--- config.mk ---
export PLATFORM = sky130hd
export DESIGN_NAME = fp_decode_top
export DESIGN_NICKNAME = d
export VERILOG_FILES = /design/src/fp_decode_pkg.sv /design/src/fp_decode_top.sv /design/src/fp_ctrl_gen.sv /design/src/fp_legal_check.sv /design/src/fp_field_split.sv
export VERILOG_INCLUDE_DIRS = /design/src
export SDC_FILE = /design/constraint.sdc
export NUM_CORES = 1
export LEC_CHECK = 0
export BUFFER_PORTS_ARGS = -buffer_cell sky130_fd_sc_hd__buf_2
export CORE_UTILIZATION = 55
export CTS_CLUSTER_SIZE = 40
export DETAILED_ROUTE_END_ITERATION = 6
export GPL_ROUTABILITY_DRIVEN = 1
export PLACE_DENSITY = 0.81
export SLEW_MARGIN = 20
export SYNTH_ARGS = -nofsm -noshare
export SYNTH_HDL_FRONTEND = slang
export SYNTH_SLANG_ARGS = --single-unit
--- constraint.sdc ---
create_clock -name clk_i -period 5.5 [get_ports clk_i]
set_input_delay 0.275 -clock clk_i [delete_from_list [all_inputs] [get_ports clk_i]]
set_output_delay 0.275 -clock clk_i [all_outputs]
set_load 0.01 [all_outputs]
--- src/fp_decode_macros.svh ---
`ifndef FP_DECODE_MACROS_SVH
`define FP_DECODE_MACROS_SVH

// field widths
`define FP_INSTR_W 32
`define FP_RADDR_W 5
`define FP_OPC_W   7
`define FP_RM_W    3
`define FP_F5_W    5

// major opcodes for the F and D extensions
`define FP_OPC_LOAD  7'b0000111
`define FP_OPC_STORE 7'b0100111
`define FP_OPC_MADD  7'b1000011
`define FP_OPC_MSUB  7'b1000111
`define FP_OPC_NMSUB 7'b1001011
`define FP_OPC_NMADD 7'b1001111
`define FP_OPC_OP    7'b1010011

// funct7[31:27] selectors inside OP-FP
`define FP_F5_ADD    5'b00000
`define FP_F5_SUB    5'b00001
`define FP_F5_MUL    5'b00010
`define FP_F5_DIV    5'b00011
`define FP_F5_SQRT   5'b01011
`define FP_F5_SGNJ   5'b00100
`define FP_F5_MINMAX 5'b00101
`define FP_F5_CVTFF  5'b01000
`define FP_F5_CMP    5'b10100
`define FP_F5_CLASS  5'b11100

// rounding codes
`define FP_RM_DYN  3'b111
`define FP_RM_RSV0 3'b101
`define FP_RM_RSV1 3'b110

`endif
--- src/fp_decode_pkg.sv ---
`include "fp_decode_macros.svh"

package fp_decode_pkg;

  ////////////////////////////////////////
  // enums
  ////////////////////////////////////////

  // which FP extensions the core carries
  typedef enum logic [1:0] {
    RVF_NONE   = 2'd0,
    RVF_SINGLE = 2'd1,
    RVF_DOUBLE = 2'd2
  } rvf_e;

  typedef enum logic {
    FP32 = 1'b0,
    FP64 = 1'b1
  } fp_fmt_e;

  // operator handed to the FPU
  typedef enum logic [3:0] {
    FMADD,
    FNMSUB,
    ADD,
    MUL,
    DIV,
    SQRT,
    SGNJ,
    MINMAX,
    CMP,
    F2F,
    CLASSIFY
  } fp_op_e;

  // coarse instruction class found in stage 2
  typedef enum logic [3:0] {
    CL_NONE,
    CL_LOAD,
    CL_STORE,
    CL_FMA,
    CL_ARITH,
    CL_SQRT,
    CL_SGNJ,
    CL_MINMAX,
    CL_CVTFF,
    CL_CMP,
    CL_CLASS
  } fp_class_e;

  ////////////////////////////////////////
  // stage payloads
  ////////////////////////////////////////

  // stage 1 output, raw fields of the word
  typedef struct packed {
    logic                   valid;
    logic [`FP_OPC_W-1:0]   opcode;
    logic [`FP_RADDR_W-1:0] rd;
    logic [`FP_RADDR_W-1:0] rs1;
    logic [`FP_RADDR_W-1:0] rs2;
    logic [`FP_RADDR_W-1:0] rs3;
    // also funct3 for loads and stores
    logic [`FP_RM_W-1:0]    rm;
    logic [1:0]             fmt2;
    logic [`FP_F5_W-1:0]    funct5;
  } fp_fields_t;

  // stage 2 output
  typedef struct packed {
    fp_fields_t fields;
    fp_class_e  instr_class;
    fp_fmt_e    src_fmt;
    fp_fmt_e    dst_fmt;
    logic       illegal;
  } fp_class_t;

  // final decoded controls
  typedef struct packed {
    logic                   valid;
    logic                   illegal;
    fp_op_e                 op;
    logic                   op_mod;
    fp_fmt_e                src_fmt;
    fp_fmt_e                dst_fmt;
    logic [`FP_RM_W-1:0]    rm;
    logic                   rm_dynamic;
    logic [`FP_RADDR_W-1:0] raddr_a;
    logic [`FP_RADDR_W-1:0] raddr_b;
    logic [`FP_RADDR_W-1:0] raddr_c;
    logic [`FP_RADDR_W-1:0] waddr;
    logic                   data_req;
    logic                   data_we;
    logic [1:0]             data_size;
    logic                   fp_load;
    logic                   rf_we;
  } fp_ctrl_t;

endpackage

--- src/fp_decode_top.sv ---
`timescale 1ns/1ps
`include "fp_decode_macros.svh"

module fp_decode_top #(
  parameter fp_decode_pkg::rvf_e RVF = fp_decode_pkg::RVF_DOUBLE
) (
  input  logic                      clk_i,
  input  logic                      arst_n_i,
  input  logic                      instr_valid_i,
  input  logic [`FP_INSTR_W-1:0]    instr_i,
  output fp_decode_pkg::fp_ctrl_t   dec_o
);

  ////////////////////////////////////////
  // inter-stage wires
  ////////////////////////////////////////

  // stage 1 to stage 2
  fp_decode_pkg::fp_fields_t fields;
  // stage 2 to stage 3
  fp_decode_pkg::fp_class_t  cls;

  ////////////////////////////////////////
  // pipeline
  ////////////////////////////////////////

  // stage 1, register and slice
  fp_field_split u_split (
    .clk_i         (clk_i),
    .arst_n_i      (arst_n_i),
    .instr_valid_i (instr_valid_i),
    .instr_i       (instr_i),
    .fields_o      (fields)
  );

  // stage 2, class, formats, legality
  fp_legal_check #(
    .RVF (RVF)
  ) u_legal (
    .clk_i    (clk_i),
    .arst_n_i (arst_n_i),
    .fields_i (fields),
    .class_o  (cls)
  );

  // stage 3, operator and side-effect controls
  fp_ctrl_gen u_ctrl (
    .clk_i    (clk_i),
    .arst_n_i (arst_n_i),
    .class_i  (cls),
    .ctrl_o   (dec_o)
  );

endmodule

--- src/fp_ctrl_gen.sv ---
`timescale 1ns/1ps
`include "fp_decode_macros.svh"

module fp_ctrl_gen (
  input  logic                      clk_i,
  input  logic                      arst_n_i,
  input  fp_decode_pkg::fp_class_t  class_i,
  output fp_decode_pkg::fp_ctrl_t   ctrl_o
);

  fp_decode_pkg::fp_fields_t fld;
  fp_decode_pkg::fp_op_e     op;
  fp_decode_pkg::fp_ctrl_t   ctrl_d;
  logic                      op_mod;
  logic                      is_load;
  logic                      is_store;
  logic                      is_int_wb;
  logic                      kill;

  assign fld = class_i.fields;

  ////////////////////////////////////////
  // operator map
  ////////////////////////////////////////

  always_comb begin
    op     = fp_decode_pkg::FMADD;
    op_mod = 1'b0;
    case (class_i.instr_class)
      fp_decode_pkg::CL_FMA: begin
        // madd/msub share FMADD, nmsub/nmadd share FNMSUB
        if ((fld.opcode == `FP_OPC_MADD) || (fld.opcode == `FP_OPC_MSUB)) begin
          op = fp_decode_pkg::FMADD;
        end else begin
          op = fp_decode_pkg::FNMSUB;
        end
        // modifier flips the addend sign
        op_mod = (fld.opcode == `FP_OPC_MSUB) || (fld.opcode == `FP_OPC_NMADD);
      end
      fp_decode_pkg::CL_ARITH: begin
        case (fld.funct5)
          `FP_F5_MUL: op = fp_decode_pkg::MUL;
          `FP_F5_DIV: op = fp_decode_pkg::DIV;
          // add and sub
          default:    op = fp_decode_pkg::ADD;
        endcase
        op_mod = (fld.funct5 == `FP_F5_SUB);
      end
      fp_decode_pkg::CL_SQRT:   op = fp_decode_pkg::SQRT;
      fp_decode_pkg::CL_SGNJ:   op = fp_decode_pkg::SGNJ;
      fp_decode_pkg::CL_MINMAX: op = fp_decode_pkg::MINMAX;
      fp_decode_pkg::CL_CVTFF:  op = fp_decode_pkg::F2F;
      fp_decode_pkg::CL_CMP:    op = fp_decode_pkg::CMP;
      fp_decode_pkg::CL_CLASS:  op = fp_decode_pkg::CLASSIFY;
      // loads, stores and unknown words keep the default
      default: op = fp_decode_pkg::FMADD;
    endcase
  end

  ////////////////////////////////////////
  // LSU and write-back
  ////////////////////////////////////////

  assign is_load   = (class_i.instr_class == fp_decode_pkg::CL_LOAD);
  assign is_store  = (class_i.instr_class == fp_decode_pkg::CL_STORE);
  // results that land in the integer file
  assign is_int_wb = (class_i.instr_class == fp_decode_pkg::CL_CMP) ||
                     (class_i.instr_class == fp_decode_pkg::CL_CLASS);
  // squash for bubbles and illegal words
  assign kill      = ~fld.valid | class_i.illegal;

  always_comb begin
    ctrl_d.valid      = fld.valid;
    ctrl_d.illegal    = class_i.illegal;
    ctrl_d.op         = op;
    ctrl_d.op_mod     = op_mod;
    ctrl_d.src_fmt    = class_i.src_fmt;
    ctrl_d.dst_fmt    = class_i.dst_fmt;
    ctrl_d.rm         = fld.rm;
    ctrl_d.rm_dynamic = (fld.rm == `FP_RM_DYN);
    // operand and destination indices
    ctrl_d.raddr_a    = fld.rs1;
    ctrl_d.raddr_b    = fld.rs2;
    ctrl_d.raddr_c    = fld.rs3;
    ctrl_d.waddr      = fld.rd;
    ctrl_d.data_req   = (is_load | is_store) & ~kill;
    ctrl_d.data_we    = is_store & ~kill;
    ctrl_d.fp_load    = is_load & ~kill;
    // 10 word, 11 double
    ctrl_d.data_size  = (is_load | is_store) ?
                        {1'b1, class_i.src_fmt == fp_decode_pkg::FP64} : 2'b00;
    ctrl_d.rf_we      = is_int_wb & ~kill;
  end

  always_ff @(posedge clk_i or negedge arst_n_i) begin
    if (!arst_n_i) begin
      ctrl_o <= '0;
    end else begin
      ctrl_o <= ctrl_d;
    end
  end

endmodule

--- src/fp_legal_check.sv ---
`timescale 1ns/1ps
`include "fp_decode_macros.svh"

module fp_legal_check #(
  parameter fp_decode_pkg::rvf_e RVF = fp_decode_pkg::RVF_DOUBLE
) (
  input  logic                       clk_i,
  input  logic                       arst_n_i,
  input  fp_decode_pkg::fp_fields_t  fields_i,
  output fp_decode_pkg::fp_class_t   class_o
);

  fp_decode_pkg::fp_class_e cls;
  fp_decode_pkg::fp_fmt_e   fmt_ls;
  fp_decode_pkg::fp_fmt_e   fmt_op;
  fp_decode_pkg::fp_fmt_e   src_fmt;
  fp_decode_pkg::fp_fmt_e   dst_fmt;
  fp_decode_pkg::fp_class_t class_d;
  logic                     ls_fmt_bad;
  logic                     op_fmt_bad;
  logic                     rm_rsv;
  logic                     rs2_zero;
  logic                     needs_double;
  logic                     illegal_raw;

  // load/store width from funct3, only W and D exist
  assign ls_fmt_bad = (fields_i.rm != 3'b010) && (fields_i.rm != 3'b011);
  assign fmt_ls     = (fields_i.rm == 3'b011) ? fp_decode_pkg::FP64 : fp_decode_pkg::FP32;

  // fmt2 10 (half) and 11 (quad) not supported
  assign op_fmt_bad = fields_i.fmt2[1];
  assign fmt_op     = (fields_i.fmt2 == 2'b01) ? fp_decode_pkg::FP64 : fp_decode_pkg::FP32;

  // reserved rounding codes
  assign rm_rsv   = (fields_i.rm == `FP_RM_RSV0) || (fields_i.rm == `FP_RM_RSV1);
  assign rs2_zero = (fields_i.rs2 == '0);

  ////////////////////////////////////////
  // classification
  ////////////////////////////////////////

  always_comb begin
    cls = fp_decode_pkg::CL_NONE;
    case (fields_i.opcode)
      `FP_OPC_LOAD:  cls = fp_decode_pkg::CL_LOAD;
      `FP_OPC_STORE: cls = fp_decode_pkg::CL_STORE;
      `FP_OPC_MADD,
      `FP_OPC_MSUB,
      `FP_OPC_NMSUB,
      `FP_OPC_NMADD: cls = fp_decode_pkg::CL_FMA;
      `FP_OPC_OP: begin
        case (fields_i.funct5)
          `FP_F5_ADD,
          `FP_F5_SUB,
          `FP_F5_MUL,
          `FP_F5_DIV:    cls = fp_decode_pkg::CL_ARITH;
          `FP_F5_SQRT:   cls = fp_decode_pkg::CL_SQRT;
          `FP_F5_SGNJ:   cls = fp_decode_pkg::CL_SGNJ;
          `FP_F5_MINMAX: cls = fp_decode_pkg::CL_MINMAX;
          `FP_F5_CVTFF:  cls = fp_decode_pkg::CL_CVTFF;
          `FP_F5_CMP:    cls = fp_decode_pkg::CL_CMP;
          `FP_F5_CLASS:  cls = fp_decode_pkg::CL_CLASS;
          // unlisted funct5, incl. int conversions and moves
          default:       cls = fp_decode_pkg::CL_NONE;
        endcase
      end
      default: cls = fp_decode_pkg::CL_NONE;
    endcase
  end

  ////////////////////////////////////////
  // formats and legality
  ////////////////////////////////////////

  always_comb begin
    src_fmt     = fmt_op;
    dst_fmt     = fmt_op;
    illegal_raw = 1'b0;
    case (cls)
      fp_decode_pkg::CL_LOAD,
      fp_decode_pkg::CL_STORE: begin
        src_fmt     = fmt_ls;
        dst_fmt     = fmt_ls;
        illegal_raw = ls_fmt_bad;
      end
      fp_decode_pkg::CL_FMA,
      fp_decode_pkg::CL_ARITH: illegal_raw = op_fmt_bad | rm_rsv;
      // unary, rs2 slot must be zero
      fp_decode_pkg::CL_SQRT:   illegal_raw = op_fmt_bad | rm_rsv | ~rs2_zero;
      // rm picks J / JN / JX
      fp_decode_pkg::CL_SGNJ:   illegal_raw = op_fmt_bad | (fields_i.rm > 3'b010);
      // rm picks MIN / MAX
      fp_decode_pkg::CL_MINMAX: illegal_raw = op_fmt_bad | (fields_i.rm > 3'b001);
      // rm picks LE / LT / EQ
      fp_decode_pkg::CL_CMP:    illegal_raw = op_fmt_bad | (fields_i.rm > 3'b010);
      fp_decode_pkg::CL_CLASS: begin
        illegal_raw = op_fmt_bad | ~rs2_zero | (fields_i.rm != 3'b001);
      end
      fp_decode_pkg::CL_CVTFF: begin
        // dst is fmt2, source is the other width
        src_fmt = (fmt_op == fp_decode_pkg::FP64) ? fp_decode_pkg::FP32 :
                                                    fp_decode_pkg::FP64;
        // rs2 encodes the source format
        illegal_raw = op_fmt_bad | rm_rsv |
                      (fields_i.rs2 != ((fmt_op == fp_decode_pkg::FP32) ? 5'd1 : 5'd0));
      end
      // not an FP opcode or unknown funct5
      default: illegal_raw = 1'b1;
    endcase

    // double needs D support, anything needs F
    needs_double = (src_fmt == fp_decode_pkg::FP64) || (dst_fmt == fp_decode_pkg::FP64);
    if (needs_double && (RVF != fp_decode_pkg::RVF_DOUBLE)) begin
      illegal_raw = 1'b1;
    end
    if (RVF == fp_decode_pkg::RVF_NONE) begin
      illegal_raw = 1'b1;
    end
  end

  always_comb begin
    class_d.fields      = fields_i;
    class_d.instr_class = cls;
    class_d.src_fmt     = src_fmt;
    class_d.dst_fmt     = dst_fmt;
    // bubbles never flag illegal
    class_d.illegal     = fields_i.valid & illegal_raw;
  end

  always_ff @(posedge clk_i or negedge arst_n_i) begin
    if (!arst_n_i) begin
      class_o <= '0;
    end else begin
      class_o <= class_d;
    end
  end

endmodule

--- src/fp_field_split.sv ---
`timescale 1ns/1ps
`include "fp_decode_macros.svh"

module fp_field_split (
  input  logic                       clk_i,
  input  logic                       arst_n_i,
  input  logic                       instr_valid_i,
  input  logic [`FP_INSTR_W-1:0]     instr_i,
  output fp_decode_pkg::fp_fields_t  fields_o
);

  fp_decode_pkg::fp_fields_t fields_d;

  ////////////////////////////////////////
  // field slicing
  ////////////////////////////////////////

  always_comb begin
    fields_d.valid  = instr_valid_i;
    fields_d.opcode = instr_i[6:0];
    // destination
    fields_d.rd     = instr_i[11:7];
    // funct3 slot, rounding mode for arithmetic
    fields_d.rm     = instr_i[14:12];
    // sources
    fields_d.rs1    = instr_i[19:15];
    fields_d.rs2    = instr_i[24:20];
    fields_d.rs3    = instr_i[31:27];
    // format bits of OP-FP and FMA words
    fields_d.fmt2   = instr_i[26:25];
    // same bits as rs3, read as an OP-FP selector
    fields_d.funct5 = instr_i[31:27];
  end

  ////////////////////////////////////////
  // stage register
  ////////////////////////////////////////

  // whole word cleared on reset
  always_ff @(posedge clk_i or negedge arst_n_i) begin
    if (!arst_n_i) begin
      fields_o <= '0;
    end else begin
      fields_o <= fields_d;
    end
  end

endmodule

Word level (Yosys, flattened, before mapping)
Memory sizes are Yosys's and may differ from the RTL's.
Index checks and enable logic that the tools add are counted.
- register bits: 110
- memory bits (read-only): 128
- bits of input ports: 35
- output and inout bits: 39
- word-level logic and storage cells: 121
- memories kept: 1
- magnitude comparators: 2
- equal/unequal tests: 42
- muxes and demuxes: 13
- bitwise logic cells: 17
- reduce and logical (&&, ||, !) cells: 10
- memories (memory ; words ; bits a word ; rd ports ; clocked after memory_dff ; write ports ; line ; text):
    (name not given) ; 32 ; 4 ; 1 ; 0 ; 0 ; fp_legal_check.sv:52 ; case (fields_i.funct5)
- operators with widths (operator ; number):
    $eq A7 B7 Y1 const B ; 8
    $eq A4 B3 Y1 const B ; 8
    $pmux W4 S8 ; 1
    $eq A4 B4 Y1 const B ; 6
    $eq A4 B2 Y1 const B ; 4
    $pmux W4 S4 ; 1
    $eq A5 B2 Y1 const B ; 2
    $eq A3 B3 Y1 const B ; 3
    $or A1 B1 Y1 ; 9
    $eq A4 B1 Y1 const B ; 2
    $eq A7 B3 Y1 const B ; 1
    $eq A7 B6 Y1 const B ; 1
    $pmux W1 S7 ; 1
    $mux W1 ; 6
    $ne A3 B2 Y1 const B ; 2
    $pmux W3 S2 ; 1
    $reduce_or A2 Y1 ; 3
    $and A1 B1 Y1 ; 5
    $eq A5 B1 Y1 const B ; 1
    $logic_not A5 Y1 ; 1
    $ne A5 B5 Y1 ; 1
    $logic_or A1 B1 Y1 ; 4
    $pmux W1 S2 ; 2
    $reduce_or A4 Y1 ; 1
    8 further kinds ; 10

Logic depth before layout (Yosys ltp)
Gate-level depths: netlist (run 1).
- word-level depth: 7
- depth in mapped cells: 6
- mapped depth without buffers: 6

Modules after synthesis
From an unflattened synthesis (run 1), not the netlist that was laid out.
- cells, all modules: 217
- area, all modules: 3662.3 um2
- by module, submodules not included (module ; instances ; cells each ; area an instance (um2) ; seq. area each (um2)):
    fp_legal_check ; 1 ; 106 ; 1576.5 ; 1126.1
    fp_ctrl_gen ; 1 ; 73 ; 1222.4 ; 975.9
    fp_field_split ; 1 ; 38 ; 863.3 ; 825.8

Worst setup path before layout (run 1)
Ideal clock, no wire load.
- path type: register to register
- start point: reg u_split.fields_o[33] (netlist bit)
- end point: reg u_legal.class_o[0] (netlist bit)
- setup time: 0.129 ns
- arrival time: 1.797 ns
- data required time: 5.371 ns
- slack: 3.574 ns
- cell stages (with the launch flop): 7
- buffers on the path: 0
- period minus slack after synthesis: 1.926 ns
- path through: dfrtp_1 -> or4bb_1 -> a211o_1 -> o21a_2 -> o311ai_1 -> a22o_1 -> a31oi_1
- RTL lines (item ; line ; text):
    start, declared ; fp_field_split.sv:9 ; output fp_decode_pkg::fp_fields_t fields_o
    start signal, assigned ; fp_field_split.sv:44 ; fields_o <= fields_d;
    end signal, assigned ; fp_legal_check.sv:134 ; class_o <= class_d;
    end, declared ; fp_legal_check.sv:10 ; output fp_decode_pkg::fp_class_t class_o

==> metrics.cfg, run 1 <==
[timing]
setup-tns-final_ps=0
final-max-slew-violation-count=0
rsz0062_at_grt=no
layout_worst_path_cycle_share=0.368
timing.slew.headroom=0.405
setup_viol=0
fin_crit_ps=2020
finalWorstSetupSlack_ps=3480
finalHoldViolCount=0
max_freq_ghz=0.494
final.setup_skew_ps=8.15
tightest_slew_ps=892

[grt]
grt_pass1_vias=1747
antenna_found_initial=0
grt_pass1_wl_um=8290
gr-total-overflow=0
grt_max_degree=77
track_usage=0.181

[min_path]
min_path_cells=1
hold_path_class=in2reg

[detailed_routing]
first_iter_violations=108
met2WireLength_um=2540
wl_um=5250
top_layer_used=met4
viasPerCell=4.95
antenna_left=0
met3_length_um=220
vias=1912
met1_length_um=2390
drtPass1Iterations=4
wire_per_inst_um=13.6
route.detailed.drc=0

[floorplanning]
io_pins=74
start_util=0.570
rows=28
die_w_um=80.3
dieArea_sq_mm=0.00645
core-area_sq_mm=0.00592
die_h_um=80.3

[logic_synthesis]
synth_warnings=0
synthTopCellsByArea=dfrtp_1 82%, nand2b_1 1.3%, nand2_1 1.2%
synth-simple-area-share=0.0998
synthArstFlopShare=1.00
synth.top_cell.area_share=0.816
syn_avg_cell_area_sq_um=16.0
synth_top_family_by_area=simple AND/OR/NAND/NOR gates
synthCells=211
yosys_most_used_dff=dfrtp_1
synth_area_sq_mm=0.00337
synth_top_area_cell=dfrtp_1
yosys-top-cells-count=110 x dfrtp_1, 11 x nand2_1, 9 x nor2_1, 7 x a21oi_1, 7 x nand2b_1
ys_seq_elements=110
seq_area_frac_synth=0.816
yosys.area_share.adder=0
muxShareOfSynthArea=0.00594
synth-compound-area-share=0.0638
syn_nets=246
synth_cell_types=46
synth_xor_area_frac=0.00519
synth_most_common_cell=dfrtp_1
synth_edf_count=0

[pwr]
ir_worst_vdd_uv=204
powerDensity_mw_per_mm2=340
p_leak_nw=2.01

[final_layout]
fillers=402
drive_above_1_share=0.302
syn_to_final_growth_pct=23.5
finish.net_count=341
final_util=0.703
antennaDiodeCount=0

[status]
outcome=complete, no violations

[clock_tree]
clkSinkCount=110
clock_latency_ps=350
path_clk_slew_ps=90
cts_tree=done
clk_path_buf_depth=2
htree_levels=3
cts_buffers=9
cts_root_buf=clkbuf_8

[setup_path]
crit_type=reg2reg
crit_required_ps=5730
path_max_fanout=5
worstSetupStartpointType=register
critPathCaptureType=register
reg2reg_depth=6
cp.arrival_ps=2250

[run]
max-cap-violations=0

[placed_design]
gp_congestion=0.899
io_buffers=73
place_ws_ps=3490
dp_hpwl_um=3620

## timing repair
item                                   in CTS  in global routing
hold buffers                                1                 11
endpoints found under the hold margin      34                 11
setup buffers                               0                  0
resized for setup                           0                  0
## logic make-up after synthesis
family,count (synthesis)
simple gates,60
mux,2
xor+xnor,2
compound gates,29
buf+inv,8
flops,110
## worst paths after layout
| kind | from | endpoint | slack [ps] |
|---|---|---|---|
| worst max-delay path | u_split.fields_o[33]$_DFF_PN0_ | u_legal.class_o[0]$_DFF_PN0_ | 3480 |
| worst min-delay path | instr_i[24] | u_split.fields_o[19]$_DFF_PN0_ | 20 |
| worst max register to register | u_split.fields_o[33]$_DFF_PN0_ | u_legal.class_o[0]$_DFF_PN0_ | 3480 |
| worst min register to register | u_split.fields_o[23]$_DFF_PN0_ | u_legal.class_o[30]$_DFF_PN0_ | 350 |
| max in group asynchronous | arst_n_i | u_ctrl.ctrl_o[15]$_DFF_PN0_ | 3880 |
| min in group asynchronous | arst_n_i | u_split.fields_o[28]$_DFF_PN0_ | 380 |
## placed cells by master, fill, tap and decap left out, types with 2 or more instances in the layout
master / instances
a21oi_1: 7
a22o_1: 2
and2_1: 2
buf_2: 72
buf_4: 2
clkbuf_8: 11
clkinvlp_4: 2
dfrtp_1: 110
dlygate4sd3_1: 12
inv_1: 6
mux2i_1: 2
nand2_1: 11
nand2b_1: 7
nand3_1: 4
nand4_1: 3
nor2_1: 9
nor3_1: 4
nor3b_1: 3
nor4_1: 5
o211ai_1: 2
o32ai_1: 2
or3_1: 2
## power by group
part           internal [mW]  switching, mW  total (mW)
sequential             0.844         0.0178       0.862
combinational         0.0306         0.0395      0.0701
clock                  0.237          0.245       0.482
total                   1.11          0.302        1.41
## registers in the layout (all words and copies together), names as in the netlist
register          flops
u_ctrl.ctrl_o        39
u_legal.class_o      38
u_split.fields_o     33
## through the flow
stage          power (mW)  hold slack, ps  std cells  cell area, sq um
3_5_place_dp        0.944             238        358              3830
5_1_grt              1.48           0.336        386              4160
4_1_cts              1.42            1.55        375              4050
6_report             1.41            21.7        386              4160
3_3_place_gp        0.939             225        358              3830
2_1_floorplan       0.897           -20.6        211              3370
## area by class of cell
class,count,area (sq um),area share
Clock buffer,12,155,0.0373
Clock inverter,4,53.8,0.0129
Inverter,6,22.5,0.00541
Multi-Input combinational cell,93,589,0.142
Sequential cell,110,2750,0.661
Tap cell,75,93.8,0.0225
Timing Repair Buffer,86,495,0.119
## worst max-delay path, cell delays in order, from the launching register on
cell and delay (ps):
dfrtp_1 420, or4bb_1 500, a211o_1 320, o21a_2 160
o311ai_1 280, a22o_1 160, a31oi_1 70
## per-layer routing
metal  global-route usage  up-vias
met3               0.0602        7
met2                0.268       56
met5                    0        -
li1                     -      922
met4               0.0786        0
met1                0.245      927
(Power assumes the default switching activity.)
==> inputs of run 2 (changes only) <==
--- a/config.mk
+++ b/config.mk
@@ -7,11 +7,11 @@
 export NUM_CORES = 1
 export LEC_CHECK = 0
 export BUFFER_PORTS_ARGS = -buffer_cell sky130_fd_sc_hd__buf_2
-export CORE_UTILIZATION = 55
+export CORE_UTILIZATION = 52
 export CTS_CLUSTER_SIZE = 40
 export DETAILED_ROUTE_END_ITERATION = 6
 export GPL_ROUTABILITY_DRIVEN = 1
-export PLACE_DENSITY = 0.81
+export PLACE_DENSITY = 0.77
 export SLEW_MARGIN = 20
 export SYNTH_ARGS = -nofsm -noshare
 export SYNTH_HDL_FRONTEND = slang
==> constraint.sdc (replaced) <==
create_clock -name clk_i -period 1.9 [get_ports clk_i]
set_input_delay 0.095 -clock clk_i [delete_from_list [all_inputs] [get_ports clk_i]]
set_output_delay 0.095 -clock clk_i [all_outputs]
set_load 0.01 [all_outputs]
==> run 2 against run 1 <==
The run now ends with setup timing left; via count rose by 8.0%; critical path depth stayed put; total power rose to 2.9 times the previous value; clock skew up 1.8 ps; hold slack gained 310 ps; maximum frequency is 3.0% higher; global-route usage up 0.97 points; die area rose by 5.6%; flip-flop and latch count unchanged; critical endpoint unchanged.
==> metrics.cfg, run 2 (same netlist as run 1, synthesis figures left out) <==
[final_layout]
largest_reg_flops=39  ; unchanged
drive_above_1_share=0.307  ; was 0.302
final_cell_mix=110 x dfrtp_1, 72 x buf_2, 34 x dlygate4sd3_1  ; was 110 x dfrtp_1, 72 x buf_2, 12 x dlygate4sd3_1
final_util=0.735  ; was 0.703
layout_commonest_cell=dfrtp_1  ; unchanged
regMostFlops=u_ctrl.ctrl_o  ; unchanged
antennaDiodeCount=0  ; unchanged
finish.net_count=376  ; was 341
top_regs=u_ctrl.ctrl_o: 39 flops, u_legal.class_o: 38 flops, u_split.fields_o: 33 flops  ; unchanged
syn_to_final_growth_pct=32.9  ; was 23.5%
fillers=387  ; was 402

[floorplanning]
die_h_um=82.5  ; was 80.3 um
core-area_sq_mm=0.00610  ; was 0.00592 sq mm
start_util=0.553  ; was 0.570
rows=28  ; unchanged
dieArea_sq_mm=0.00681  ; was 0.00645 sq mm
die_w_um=82.5  ; was 80.3 um
io_pins=74  ; unchanged

[detailed_routing]
drtPass1Iterations=4  ; unchanged
wl_um=5750  ; was 5250 um
vias=2065  ; was 1912
antenna_left=0  ; unchanged
route.detailed.drc=0  ; unchanged
first_iter_violations=136  ; was 108
wire_per_inst_um=13.7  ; was 13.6 um
viasPerCell=4.92  ; was 4.95

[grt]
grt_max_degree=111  ; was 77
antenna_found_initial=0  ; unchanged
grt_pass1_vias=1990  ; was 1747
track_usage=0.191  ; was 0.181
gr-total-overflow=0  ; unchanged
grt_pass1_wl_um=9030  ; was 8290 um

[placed_design]
place_ws_ps=-88.4  ; was 3490 ps
dp_hpwl_um=3530  ; was 3620 um
io_buffers=73  ; unchanged
gp_congestion=0.860  ; was 0.899

[setup_path]
cp_cell_sequence=or4bb_1 -> a211o_1 -> o21a_2 -> o311ai_2 -> a22o_1 -> a31oi_1  ; was or4bb_1 -> a211o_1 -> o21a_2 -> o311ai_1 -> a22o_1 -> a31oi_1
path_buf_inv=0  ; unchanged
crit_required_ps=2140  ; was 5730 ps
path_max_fanout=3  ; was 5
cp_slowest_cell=or4bb_1  ; unchanged
crit_type=reg2reg  ; unchanged
max_stage_delay_ps=520  ; was 500 ps
critPathTopFamily=compound AO/OA/AOI/OAI gates  ; unchanged
critPathCaptureType=register  ; unchanged
worstSetupStartpointType=register  ; unchanged
cp.arrival_ps=2210  ; was 2250 ps

[timing]
finalHoldViolCount=0  ; unchanged
max_freq_ghz=0.509  ; was 0.494 GHz
final.setup_skew_ps=9.98  ; was 8.15 ps
timing.slew.headroom=0.642  ; was 0.405
rsz0062_at_grt=yes  ; was no
fin_crit_ps=1970  ; was 2020 ps
tightest_slew_ps=537  ; was 892 ps
finalWorstSetupSlack_ps=-65.2  ; was 3480 ps
layout_worst_path_cycle_share=1.03  ; was 0.368
final-max-slew-violation-count=0  ; unchanged
setup_viol=2  ; was 0
whs_ps=327  ; was 21.7 ps

[min_path]
hold_path_class=in2async  ; was in2reg

[pwr]
ir_worst_vdd_uv=848  ; was 204 uV
powerDensity_mw_per_mm2=914  ; was 340 mW/mm^2
p_leak_nw=2.16  ; was 2.01 nW

[run]
max-cap-violations=0  ; unchanged

[clock_tree]
cts_tree=done  ; unchanged
htree_levels=3  ; unchanged
path_clk_slew_ps=100  ; was 90 ps
cts_buffers=9  ; unchanged
cts_root_buf=clkbuf_8  ; unchanged
clkSinkCount=110  ; unchanged
clk_path_buf_depth=2  ; unchanged
clock_latency_ps=360  ; was 350 ps

[status]
violations=setup timing
outcome=finished with violations  ; was complete, no violations

run 2: area by class of cell:
cell class | instances | area [sq um] | share of cell area
clock inverters | 4 | 57.6 | 0.0128
clock buffers | 11 | 131 | 0.0293
flip-flops and latches | 110 | 2750 | 0.614
well taps | 75 | 93.8 | 0.0209
multi-input cells | 93 | 597 | 0.133
repair buffers | 121 | 826 | 0.184
inverters | 6 | 22.5 | 0.00503
run 2: final timing paths:
| kind | end | slack (ps) | cells after the start | from |
|---|---|---|---|---|
| setup / recovery | u_legal.class_o[0]$_DFF_PN0_ | -70 | 6 | u_split.fields_o[33]$_DFF_PN0_ |
| setup reg to reg | u_legal.class_o[0]$_DFF_PN0_ | -70 | 6 | u_split.fields_o[33]$_DFF_PN0_ |
| hold reg to reg | u_ctrl.ctrl_o[22]$_DFF_PN0_ | 360 | 0 | u_legal.class_o[28]$_DFF_PN0_ |
| min in group clk_i | u_ctrl.ctrl_o[22]$_DFF_PN0_ | 360 | 0 | u_legal.class_o[28]$_DFF_PN0_ |
| hold / removal | u_split.fields_o[28]$_DFF_PN0_ | 330 | 3 | arst_n_i |
| max in group asynchronous | u_legal.class_o[43]$_DFF_PN0_ | 1160 | 3 | arst_n_i |
run 2: routing by layer:
metal	vias up	GRT usage	share of wire
met1	998	0.222	0.41
met2	64	0.328	0.52
met4	0	0.0862	0.018
li1	995	-	-
met3	8	0.0538	0.050
met5	-	0	0
run 2: what timing repair did:
item                                   CTS  global route
pin swaps                                5             4
gates resized for setup                  0             1
hold buffers                            34             0
setup buffers                            3             0
cloned                                   0             0
endpoints found under the hold margin  143             0
setup endpoints to repair                2             2
run 2: report_power, final:
part	switching, mW	internal [mW]
registers	0.0465	2.44
logic	0.131	0.135
clock network	0.723	0.615
total	0.901	3.19
run 2: tightest hold or removal path, delay by kind of cell:
kind / cells / cell delay (ps)
buffers and inverters: 3 / 1040
run 2: metrics by stage:
| stage | power [mW] | cells | TNS, ps | instance area [sq um] |
|---|---|---|---|---|
| detailed placement | 2.75 | 368 | -106 | 3920 |
| finish | 4.10 | 420 | -86.9 | 4480 |
| global route | 4.27 | 420 | -190 | 4480 |
| floorplan | 2.60 | 211 | 0 | 3370 |
| CTS | 4.13 | 420 | -65.3 | 4470 |
| global placement | 2.73 | 368 | -7.10 | 3920 |
